<file path="config.mk">
export PLATFORM = sky130hd
export DESIGN_NAME = branch_unit_top
export DESIGN_NICKNAME = d
export VERILOG_FILES = /design/src/common/branch_pkg.sv /design/src/branch/branch_decode.sv /design/src/branch/branch_execute.sv /design/src/branch/branch_resolve.sv /design/src/branch_unit_top.sv
export SDC_FILE = /design/constraint.sdc
export NUM_CORES = 1
export LEC_CHECK = 0
export ABC_AREA = 1
export BUFFER_PORTS_ARGS = -buffer_cell sky130_fd_sc_hd__buf_2
export CAP_MARGIN = 0
export CORE_MARGIN = 2
export CORE_UTILIZATION = 58
export CTS_BUF_LIST = sky130_fd_sc_hd__clkbuf_16
export DETAILED_ROUTE_END_ITERATION = 8
export PLACE_DENSITY_LB_ADDON = 0.05
export SKIP_LAST_GASP = 1
export SLEW_MARGIN = 30
export SYNTH_ARGS = -nofsm -noshare
export SYNTH_HDL_FRONTEND = slang
export SYNTH_SLANG_ARGS = --single-unit
</file>
<file path="constraint.sdc">
create_clock -name clk -period 4.79 [get_ports clk]
set_input_delay 0.958 -clock clk [delete_from_list [all_inputs] [get_ports clk]]
set_output_delay 0.958 -clock clk [all_outputs]
set_load 0.05 [all_outputs]
</file>
<file path="src/common/branch_pkg.sv">
package branch_pkg;

    // Data and address width
    localparam int xlen = 32;
    localparam int ilen = 32;  // Base ISA only, no compressed words

    // Major opcodes handled by the unit
    localparam logic [6:0] opc_branch = 7'b1100011;
    localparam logic [6:0] opc_jal    = 7'b1101111;
    localparam logic [6:0] opc_jalr   = 7'b1100111;
    localparam logic [6:0] opc_auipc  = 7'b0010111;

    // Conditional branch compare kinds
    localparam logic [2:0] f3_beq  = 3'd0;
    localparam logic [2:0] f3_bne  = 3'd1;
    localparam logic [2:0] f3_blt  = 3'd4;
    localparam logic [2:0] f3_bge  = 3'd5;
    localparam logic [2:0] f3_bltu = 3'd6;
    localparam logic [2:0] f3_bgeu = 3'd7;

    typedef enum logic [1:0] {
        cond  = 2'd0,
        jal   = 2'd1,
        jalr  = 2'd2,
        auipc = 2'd3
    } br_op_e;

    // Record leaving decode
    typedef struct packed {
        br_op_e            op;
        logic [2:0]        funct3;
        logic [4:0]        rd;
        logic [xlen-1:0]   imm;          // Already sign-extended
        logic [xlen-1:0]   pc;
        logic [xlen-1:0]   rs1_val;
        logic [xlen-1:0]   rs2_val;
        logic              pred_taken;
        logic [xlen-1:0]   pred_target;
    } dec_op_t;

    // Record leaving execute
    typedef struct packed {
        br_op_e            op;
        logic [4:0]        rd;
        logic              taken;
        logic [xlen-1:0]   target;
        logic [xlen-1:0]   link_val;     // pc + 4, or pc + imm for auipc
        logic              link;         // Register write wanted
        logic [xlen-1:0]   pc;
        logic              pred_taken;
        logic [xlen-1:0]   pred_target;
    } exe_res_t;

    // Issue side input
    typedef struct packed {
        logic [ilen-1:0]   instr;
        logic [xlen-1:0]   pc;
        logic [xlen-1:0]   rs1_val;
        logic [xlen-1:0]   rs2_val;
        logic              pred_taken;
        logic [xlen-1:0]   pred_target;
    } issue_t;

endpackage

</file>
<file path="src/branch/branch_decode.sv">
`timescale 1ns/1ps

module branch_decode (
    input  logic                 clk,
    input  logic                 rst_n,
    input  logic                 valid_in,
    input  branch_pkg::issue_t   issue,
    input  logic                 squash,
    output logic                 dec_valid,
    output branch_pkg::dec_op_t  dec_op,
    output logic                 bad_op
);

    logic [branch_pkg::ilen-1:0] instr;
    logic [6:0]                  opcode;
    logic [2:0]                  funct3;
    logic [4:0]                  rd;

    logic [branch_pkg::xlen-1:0] imm_i;
    logic [branch_pkg::xlen-1:0] imm_b;
    logic [branch_pkg::xlen-1:0] imm_j;
    logic [branch_pkg::xlen-1:0] imm_u;

    logic [branch_pkg::xlen-1:0] imm;
    branch_pkg::br_op_e          op;
    logic                        known;
    branch_pkg::dec_op_t         dec_next;

    assign instr  = issue.instr;
    assign opcode = instr[6:0];
    assign rd     = instr[11:7];
    assign funct3 = instr[14:12];

    // Immediate formats, sign bit is always instr[31]
    assign imm_i = {{(branch_pkg::xlen-12){instr[31]}}, instr[31:20]};
    assign imm_b = {{(branch_pkg::xlen-13){instr[31]}}, instr[31], instr[7],
                    instr[30:25], instr[11:8], 1'b0};
    assign imm_j = {{(branch_pkg::xlen-21){instr[31]}}, instr[31], instr[19:12],
                    instr[20], instr[30:21], 1'b0};
    assign imm_u = {instr[31:12], 12'h000};  // RV32 so no extension needed

    always_comb begin
        op    = branch_pkg::cond;
        imm   = imm_b;
        known = 1'b0;
        case (opcode)
            branch_pkg::opc_branch: begin
                op    = branch_pkg::cond;
                imm   = imm_b;
                known = (funct3[2:1] != 2'b01);  // funct3 2 and 3 are reserved
            end
            branch_pkg::opc_jal: begin
                op    = branch_pkg::jal;
                imm   = imm_j;
                known = 1'b1;
            end
            branch_pkg::opc_jalr: begin
                op    = branch_pkg::jalr;
                imm   = imm_i;
                known = 1'b1;
            end
            branch_pkg::opc_auipc: begin
                op    = branch_pkg::auipc;
                imm   = imm_u;
                known = 1'b1;
            end
            default: begin
                known = 1'b0;  // Not ours, reported and dropped
            end
        endcase
    end

    always_comb begin
        dec_next.op          = op;
        dec_next.funct3      = funct3;
        dec_next.rd          = rd;
        dec_next.imm         = imm;
        dec_next.pc          = issue.pc;
        dec_next.rs1_val     = issue.rs1_val;
        dec_next.rs2_val     = issue.rs2_val;
        dec_next.pred_taken  = issue.pred_taken;
        dec_next.pred_target = issue.pred_target;
    end

    always_ff @(posedge clk) begin
        if (!rst_n) begin
            dec_valid <= 1'b0;
            bad_op    <= 1'b0;
        end else begin
            // A redirect kills whatever arrives in the same cycle
            dec_valid <= valid_in && known && !squash;
            bad_op    <= valid_in && !known && !squash;
        end
    end

    always_ff @(posedge clk) begin
        if (valid_in) begin
            dec_op <= dec_next;
        end
    end

    // Squash from resolve lasts one cycle only
    a_squash_single: assert property (
        @(posedge clk) disable iff (!rst_n)
        squash |=> !squash
    );

endmodule

</file>
<file path="src/branch/branch_execute.sv">
`timescale 1ns/1ps

module branch_execute (
    input  logic                 clk,
    input  logic                 rst_n,
    input  logic                 dec_valid,
    input  branch_pkg::dec_op_t  dec_op,
    input  logic                 squash,
    output logic                 exe_valid,
    output branch_pkg::exe_res_t exe_res
);

    logic                        eq;
    logic                        lt;
    logic                        ltu;
    logic                        cond_true;
    logic                        taken;

    logic [branch_pkg::xlen-1:0] base;
    logic [branch_pkg::xlen-1:0] sum;
    logic [branch_pkg::xlen-1:0] target;
    logic [branch_pkg::xlen-1:0] pc_plus4;
    logic [branch_pkg::xlen-1:0] link_val;
    logic                        link;
    branch_pkg::exe_res_t        res_next;

    // Comparators on the operands of this cycle
    assign eq  = (dec_op.rs1_val == dec_op.rs2_val);
    assign lt  = ($signed(dec_op.rs1_val) < $signed(dec_op.rs2_val));
    assign ltu = (dec_op.rs1_val < dec_op.rs2_val);

    always_comb begin
        case (dec_op.funct3)
            branch_pkg::f3_beq:  cond_true = eq;
            branch_pkg::f3_bne:  cond_true = !eq;
            branch_pkg::f3_blt:  cond_true = lt;
            branch_pkg::f3_bge:  cond_true = !lt;
            branch_pkg::f3_bltu: cond_true = ltu;
            branch_pkg::f3_bgeu: cond_true = !ltu;
            default:             cond_true = 1'b0;  // Rejected in decode
        endcase
    end

    // Only jalr adds to rs1, the rest are pc relative
    assign base     = (dec_op.op == branch_pkg::jalr) ? dec_op.rs1_val : dec_op.pc;
    assign sum      = base + dec_op.imm;
    assign target   = (dec_op.op == branch_pkg::jalr) ? {sum[branch_pkg::xlen-1:1], 1'b0} : sum;
    assign pc_plus4 = dec_op.pc + branch_pkg::xlen'(4);

    always_comb begin
        case (dec_op.op)
            branch_pkg::cond:  taken = cond_true;
            branch_pkg::jal:   taken = 1'b1;
            branch_pkg::jalr:  taken = 1'b1;
            default:           taken = 1'b0;  // auipc
        endcase
    end

    // For auipc the adder output is the value written back
    assign link_val = (dec_op.op == branch_pkg::auipc) ? sum : pc_plus4;
    assign link     = (dec_op.op != branch_pkg::cond) && (dec_op.rd != 5'd0);

    always_comb begin
        res_next.op          = dec_op.op;
        res_next.rd          = dec_op.rd;
        res_next.taken       = taken;
        res_next.target      = target;
        res_next.link_val    = link_val;
        res_next.link        = link;
        res_next.pc          = dec_op.pc;
        res_next.pred_taken  = dec_op.pred_taken;
        res_next.pred_target = dec_op.pred_target;
    end

    always_ff @(posedge clk) begin
        if (!rst_n) begin
            exe_valid <= 1'b0;
        end else begin
            exe_valid <= dec_valid && !squash;
        end
    end

    always_ff @(posedge clk) begin
        if (dec_valid) begin
            exe_res <= res_next;
        end
    end

    // Reserved compare kinds must never get past decode
    a_cond_funct3_legal: assert property (
        @(posedge clk) disable iff (!rst_n)
        dec_valid && (dec_op.op == branch_pkg::cond) |-> (dec_op.funct3[2:1] != 2'b01)
    );

endmodule

</file>
<file path="src/branch/branch_resolve.sv">
`timescale 1ns/1ps

module branch_resolve (
    input  logic                        clk,
    input  logic                        rst_n,
    input  logic                        exe_valid,
    input  branch_pkg::exe_res_t        exe_res,
    output logic                        done,
    output logic                        wb_en,
    output logic [4:0]                  wb_rd,
    output logic [branch_pkg::xlen-1:0] wb_data,
    output logic                        redirect,
    output logic [branch_pkg::xlen-1:0] redirect_pc,
    output logic                        squash
);

    logic                        live;
    logic                        dir_wrong;
    logic                        tgt_wrong;
    logic                        mispredict;
    logic [branch_pkg::xlen-1:0] next_pc;

    // Result sitting in execute while we redirect is younger, drop it
    assign live = exe_valid && !redirect;

    assign dir_wrong  = (exe_res.taken != exe_res.pred_taken);
    assign tgt_wrong  = exe_res.taken && exe_res.pred_taken &&
                        (exe_res.target != exe_res.pred_target);
    assign mispredict = (exe_res.op != branch_pkg::auipc) && (dir_wrong || tgt_wrong);

    assign next_pc = exe_res.taken ? exe_res.target
                                   : exe_res.pc + branch_pkg::xlen'(4);

    always_ff @(posedge clk) begin
        if (!rst_n) begin
            done     <= 1'b0;
            wb_en    <= 1'b0;
            redirect <= 1'b0;
        end else begin
            done     <= live;
            wb_en    <= live && exe_res.link;
            redirect <= live && mispredict;
        end
    end

    always_ff @(posedge clk) begin
        if (live) begin
            wb_rd       <= exe_res.rd;
            wb_data     <= exe_res.link_val;
            redirect_pc <= next_pc;
        end
    end

    assign squash = redirect;  // Clears decode and execute this cycle

    a_redirect_done: assert property (
        @(posedge clk) disable iff (!rst_n)
        redirect |-> done
    );

    a_wb_rd_nonzero: assert property (
        @(posedge clk) disable iff (!rst_n)
        wb_en |-> (wb_rd != 5'd0)
    );

endmodule

</file>
<file path="src/branch_unit_top.sv">
`timescale 1ns/1ps

module branch_unit_top (
    input  logic                        clk,
    input  logic                        rst_n,
    input  logic                        valid_in,
    input  branch_pkg::issue_t          issue,
    output logic                        done,
    output logic                        wb_en,
    output logic [4:0]                  wb_rd,
    output logic [branch_pkg::xlen-1:0] wb_data,
    output logic                        redirect,
    output logic [branch_pkg::xlen-1:0] redirect_pc,
    output logic                        bad_op
);

    logic                 dec_valid;
    branch_pkg::dec_op_t  dec_op;
    logic                 exe_valid;
    branch_pkg::exe_res_t exe_res;
    logic                 squash;     // From resolve back to both earlier stages

    branch_decode u_decode (
        .clk       (clk),
        .rst_n     (rst_n),
        .valid_in  (valid_in),
        .issue     (issue),
        .squash    (squash),
        .dec_valid (dec_valid),
        .dec_op    (dec_op),
        .bad_op    (bad_op)
    );

    branch_execute u_execute (
        .clk       (clk),
        .rst_n     (rst_n),
        .dec_valid (dec_valid),
        .dec_op    (dec_op),
        .squash    (squash),
        .exe_valid (exe_valid),
        .exe_res   (exe_res)
    );

    // Writeback and misprediction check
    branch_resolve u_resolve (
        .clk         (clk),
        .rst_n       (rst_n),
        .exe_valid   (exe_valid),
        .exe_res     (exe_res),
        .done        (done),
        .wb_en       (wb_en),
        .wb_rd       (wb_rd),
        .wb_data     (wb_data),
        .redirect    (redirect),
        .redirect_pc (redirect_pc),
        .squash      (squash)
    );

endmodule

</file>
==> key figures <==
Pwr
  • Clock Power Share: 35.3%
  • Combinational Power Share: 12.3%
  • Switching Share: 25.1%
  • Leak Pwr: 8.40 nW
  • Maximum VDD drop: 0.000337 V
  • Reg power frac: 52.4%
  • Cell internal pwr: 5.67 mW
  • Psw: 1.90 mW
  • PD cells: 371 mW/mm²
  • Overall power: 7.58 mW

Routing
  • Routed WL: 42900 µm
  • DR WL/cell: 19.6 µm
  • Number of remaining DRC errors: 0
  • Initial drt markers: 1129
  • First-pass DRT Iterations: 8
  • Vias per cell: 5.52
  • Routed via count: 12100
  • Antenna Violating Nets Remaining: 0

Yosys
  • Number of flops mapped to enable cells by yosys: 378
  • Yosys warnings: 0
  • Top cells by area, synth: edfxtp_1, nand2_1, ha_1, inv_1, o21ai_0
  • Register bit total from synthesis: 384
  • Synth Net Count: 1749
  • Synth Flop Type: edfxtp_1
  • Yosys cell types: 55
  • Synthesized area: 0.0176 mm²
  • Asr flop ratio synth: 0%
  • Top post-synthesis cells by count: edfxtp_1, nand2_1, inv_1, o21ai_0, nor2_1
  • Post-Synthesis Cells: 1515
  • Seq/Total Area, Yosys: 65.0%
  • Mapped Avg Cell Area: 11.6 µm²
  • Synth area leader: edfxtp_1
  • Top-count cell post-synth: edfxtp_1
  • Top cell type's share of synthesized area: 64.3%

Clocking
  • # H-tree levels: 2
  • Worst-path clk slew: 0.06 ns
  • Post_cts resized: 0
  • Total clock buffers created by CTS: 39
  • Post-CTS Hold Buffers: 0
  • Clk buf depth: 3
  • CTS tree: done
  • CTS Sinks: 384
  • Post-CTS setup buffers: 0
  • Root Buffer: clkbuf_16
  • Clock latency on the worst-skew pair: 0.53 ns

Place
  • Hpwl dp: 32200 µm
  • # placed instances: 2126
  • GPL Wtd Cong: 0.952
  • Port bufs: 236

Floorplan
  • Die area: 0.0318 mm²
  • DIE WIDTH: 178 µm
  • Initial Util: 59.2%
  • I/O pin count: 237
  • Num rows: 63
  • Die height: 178 µm
  • Core area: 0.0298 mm²

Finish
  • Non-Filler Instances: 2194
  • Layout cells sized above 1: 19.6%
  • Nets: 2012
  • Synth-to-layout area growth: 15.9%
  • Fillers: 2175
  • Final core occ: 68.6%

Run
  • MaxCap Viol Count: 0

Timing
  • Final hold slack: 0.417 ns
  • Setup Viol. Count Final: 0
  • Total Negative Setup Slacks: 0 ns
  • Part of the cycle the worst path needs: 80.5%
  • Max frequency: 259 MHz
  • Final hold violations: 0
  • RSZ-0062 raised after global routing: no
  • Minimum clock period: 3.86 ns
  • Max_slew headroom: 36.8%
  • Max Transition Viols Final: 0
  • Clk_skew: 0.0118 ns
  • Least-Margin Pin Slew: 0.949 ns

Global route
  • Number of global-route vias before repair: 11900
  • First-pass GRT wire length: 65100 µm
  • Largest net degree at the start of global routing: 90
  • Initial antenna violation count: 0
  • Total grt overflow: 0
  • Total GRT Usage: 27.6%

Setup path
  • Slowest stage delay, CP: 0.59 ns
  • Required @ worst endpoint: 5.19 ns
  • Worst path arrival time: 4.26 ns
  • R2r startpoint: u_decode.dec_op[169]$_DFFE_PP_
  • R2R setup slack: 0.93 ns
  • Crit end category: register
  • Worst Setup Path Type: reg2reg
  • Slowest stage cell on the critical path: nor4_2
  • Element type at the critical path start: register
  • R2R depth: 14
  • Crit-path max FO: 59
  • CP dominant cell by count: nand2_1
  • R2r endpoint: u_execute.exe_res[91]$_DFFE_PP_
  • Crit path from: u_decode.dec_op[169]$_DFFE_PP_
  • Critical path cell sequence: inv_1 -> ha_1 -> buf_4 -> mux2_2 -> ha_1 -> nand2_1 -> nor4_2 -> nand3b_1 -> nand3_1 -> nand2_1 -> nand2_1 -> xor2_1 -> nand2_1 -> nand2_1
  • Setup crit end: u_execute.exe_res[91]$_DFFE_PP_

Worst hold path
  • Hold depth: 0
  • Hold Crit Start: u_execute.exe_res[134]$_DFFE_PP_
  • Min-delay worst type: reg2reg

Run status
  • Outcome: finished clean
-- sequential cells by signal, summed over array words and instances (netlist names) --
| register | count |
|---|---|
| u_decode.dec_op | 171 |
| u_execute.exe_res | 138 |
| u_resolve.redirect_pc | 32 |
| u_resolve.wb_data | 32 |
| u_resolve.wb_rd | 5 |
| u_decode.bad_op | 1 |
| u_decode.dec_valid | 1 |
| u_execute.exe_valid | 1 |
| u_resolve.done | 1 |
| u_resolve.redirect | 1 |
| u_resolve.wb_en | 1 |
-- area by class of cell --
cell class              count  area, µm²  share of cell area, %
inverters                 170        638                   3.12
well taps                 390        488                   2.39
multi-input cells         938       5450                   26.6
clock buffers              39        976                   4.77
repair buffers            245       1290                   6.30
flip-flops and latches    384      11500                   56.1
clock inverters            27        135                  0.661
diodes                      1       2.50                 0.0122
-- per-stage QoR --
stage,instance area (µm²),worst slack [ns]
4_1_cts,20400,1.03
5_1_grt,20400,0.755
2_1_floorplan,17600,0.735
3_5_place_dp,19300,1.05
3_3_place_gp,19300,1.07
6_report,20400,0.935
-- metal layers --
metal | up-vias | routed length (µm) | track usage (%)
li1 | 5770 | - | -
met5 | - | 0 | 0
met3 | 88 | 3510 | 3.94
met2 | 622 | 19800 | 43.9
met1 | 5627 | 18300 | 39.5
met4 | 0 | 1400 | 8.81
-- critical path: cells and delay by family (launching register included) --
| kind | cells | cell delay [ns] |
|---|---|---|
| xor gates and xnor gates | 1 | 0.32 |
| and+or+nand+nor | 8 | 1.52 |
| adders and majority gates | 2 | 0.50 |
| muxes | 1 | 0.39 |
| DFF | 1 | 0.42 |
| buffers and inverters | 2 | 0.54 |
-- power by group through the flow --
stage | combinational (mW) | clock, mW | sequential (mW)
final | 0.933 | 2.68 | 3.97
after global routing | 1.04 | 2.86 | 3.98
after CTS | 0.922 | 2.72 | 3.97
after detailed placement | 0.915 | 0 | 4.04
after global placement | 0.902 | 0 | 4.03
after floorplan | 0.585 | 0 | 3.99
-- placed cells by master (no fill, tap or decap), types with 5 or more instances in the layout --
cell type / count
edfxtp_1: 378
nand2_1: 344
buf_2: 235
inv_1: 173
o21ai_0: 95
nor2_1: 88
ha_1: 69
a21oi_1: 58
nand3_1: 50
xor2_1: 47
clkbuf_16: 39
xnor2_1: 37
nor3_1: 21
nand4_1: 17
clkinv_1: 11
or2_2: 8
nand2_2: 7
buf_4: 7
inv_2: 6
mux2_2: 6
a21o_1: 6
nor3_4: 6
nor4_1: 6
o21bai_1: 5
o21ai_1: 5
o2111ai_1: 5
dfxtp_1: 5
-- kinds of logic after synthesis --
group | Yosys count | synth area share [%]
and+or+nand+nor | 585 | 15.1
DFF | 384 | 65.0
buffers and inverters | 193 | 4.14
AOI/OAI and AO/OA | 192 | 6.04
xor gates and xnor gates | 85 | 4.26
adders and majority gates | 70 | 5.01
muxes | 6 | 0.383
-- worst min-delay path by stage --
stage,end
CTS,u_execute.exe_res[27]$_DFFE_PP_
global route,u_resolve.wb_rd[0]$_DFFE_PP_
global placement,u_execute.exe_res[3]$_DFFE_PP_
finish,u_resolve.wb_rd[3]$_DFFE_PP_
floorplan,u_execute.exe_res[0]$_DFFE_PP_
detailed placement,u_execute.exe_res[27]$_DFFE_PP_
Note: power is estimated with default switching activity, not from simulation.
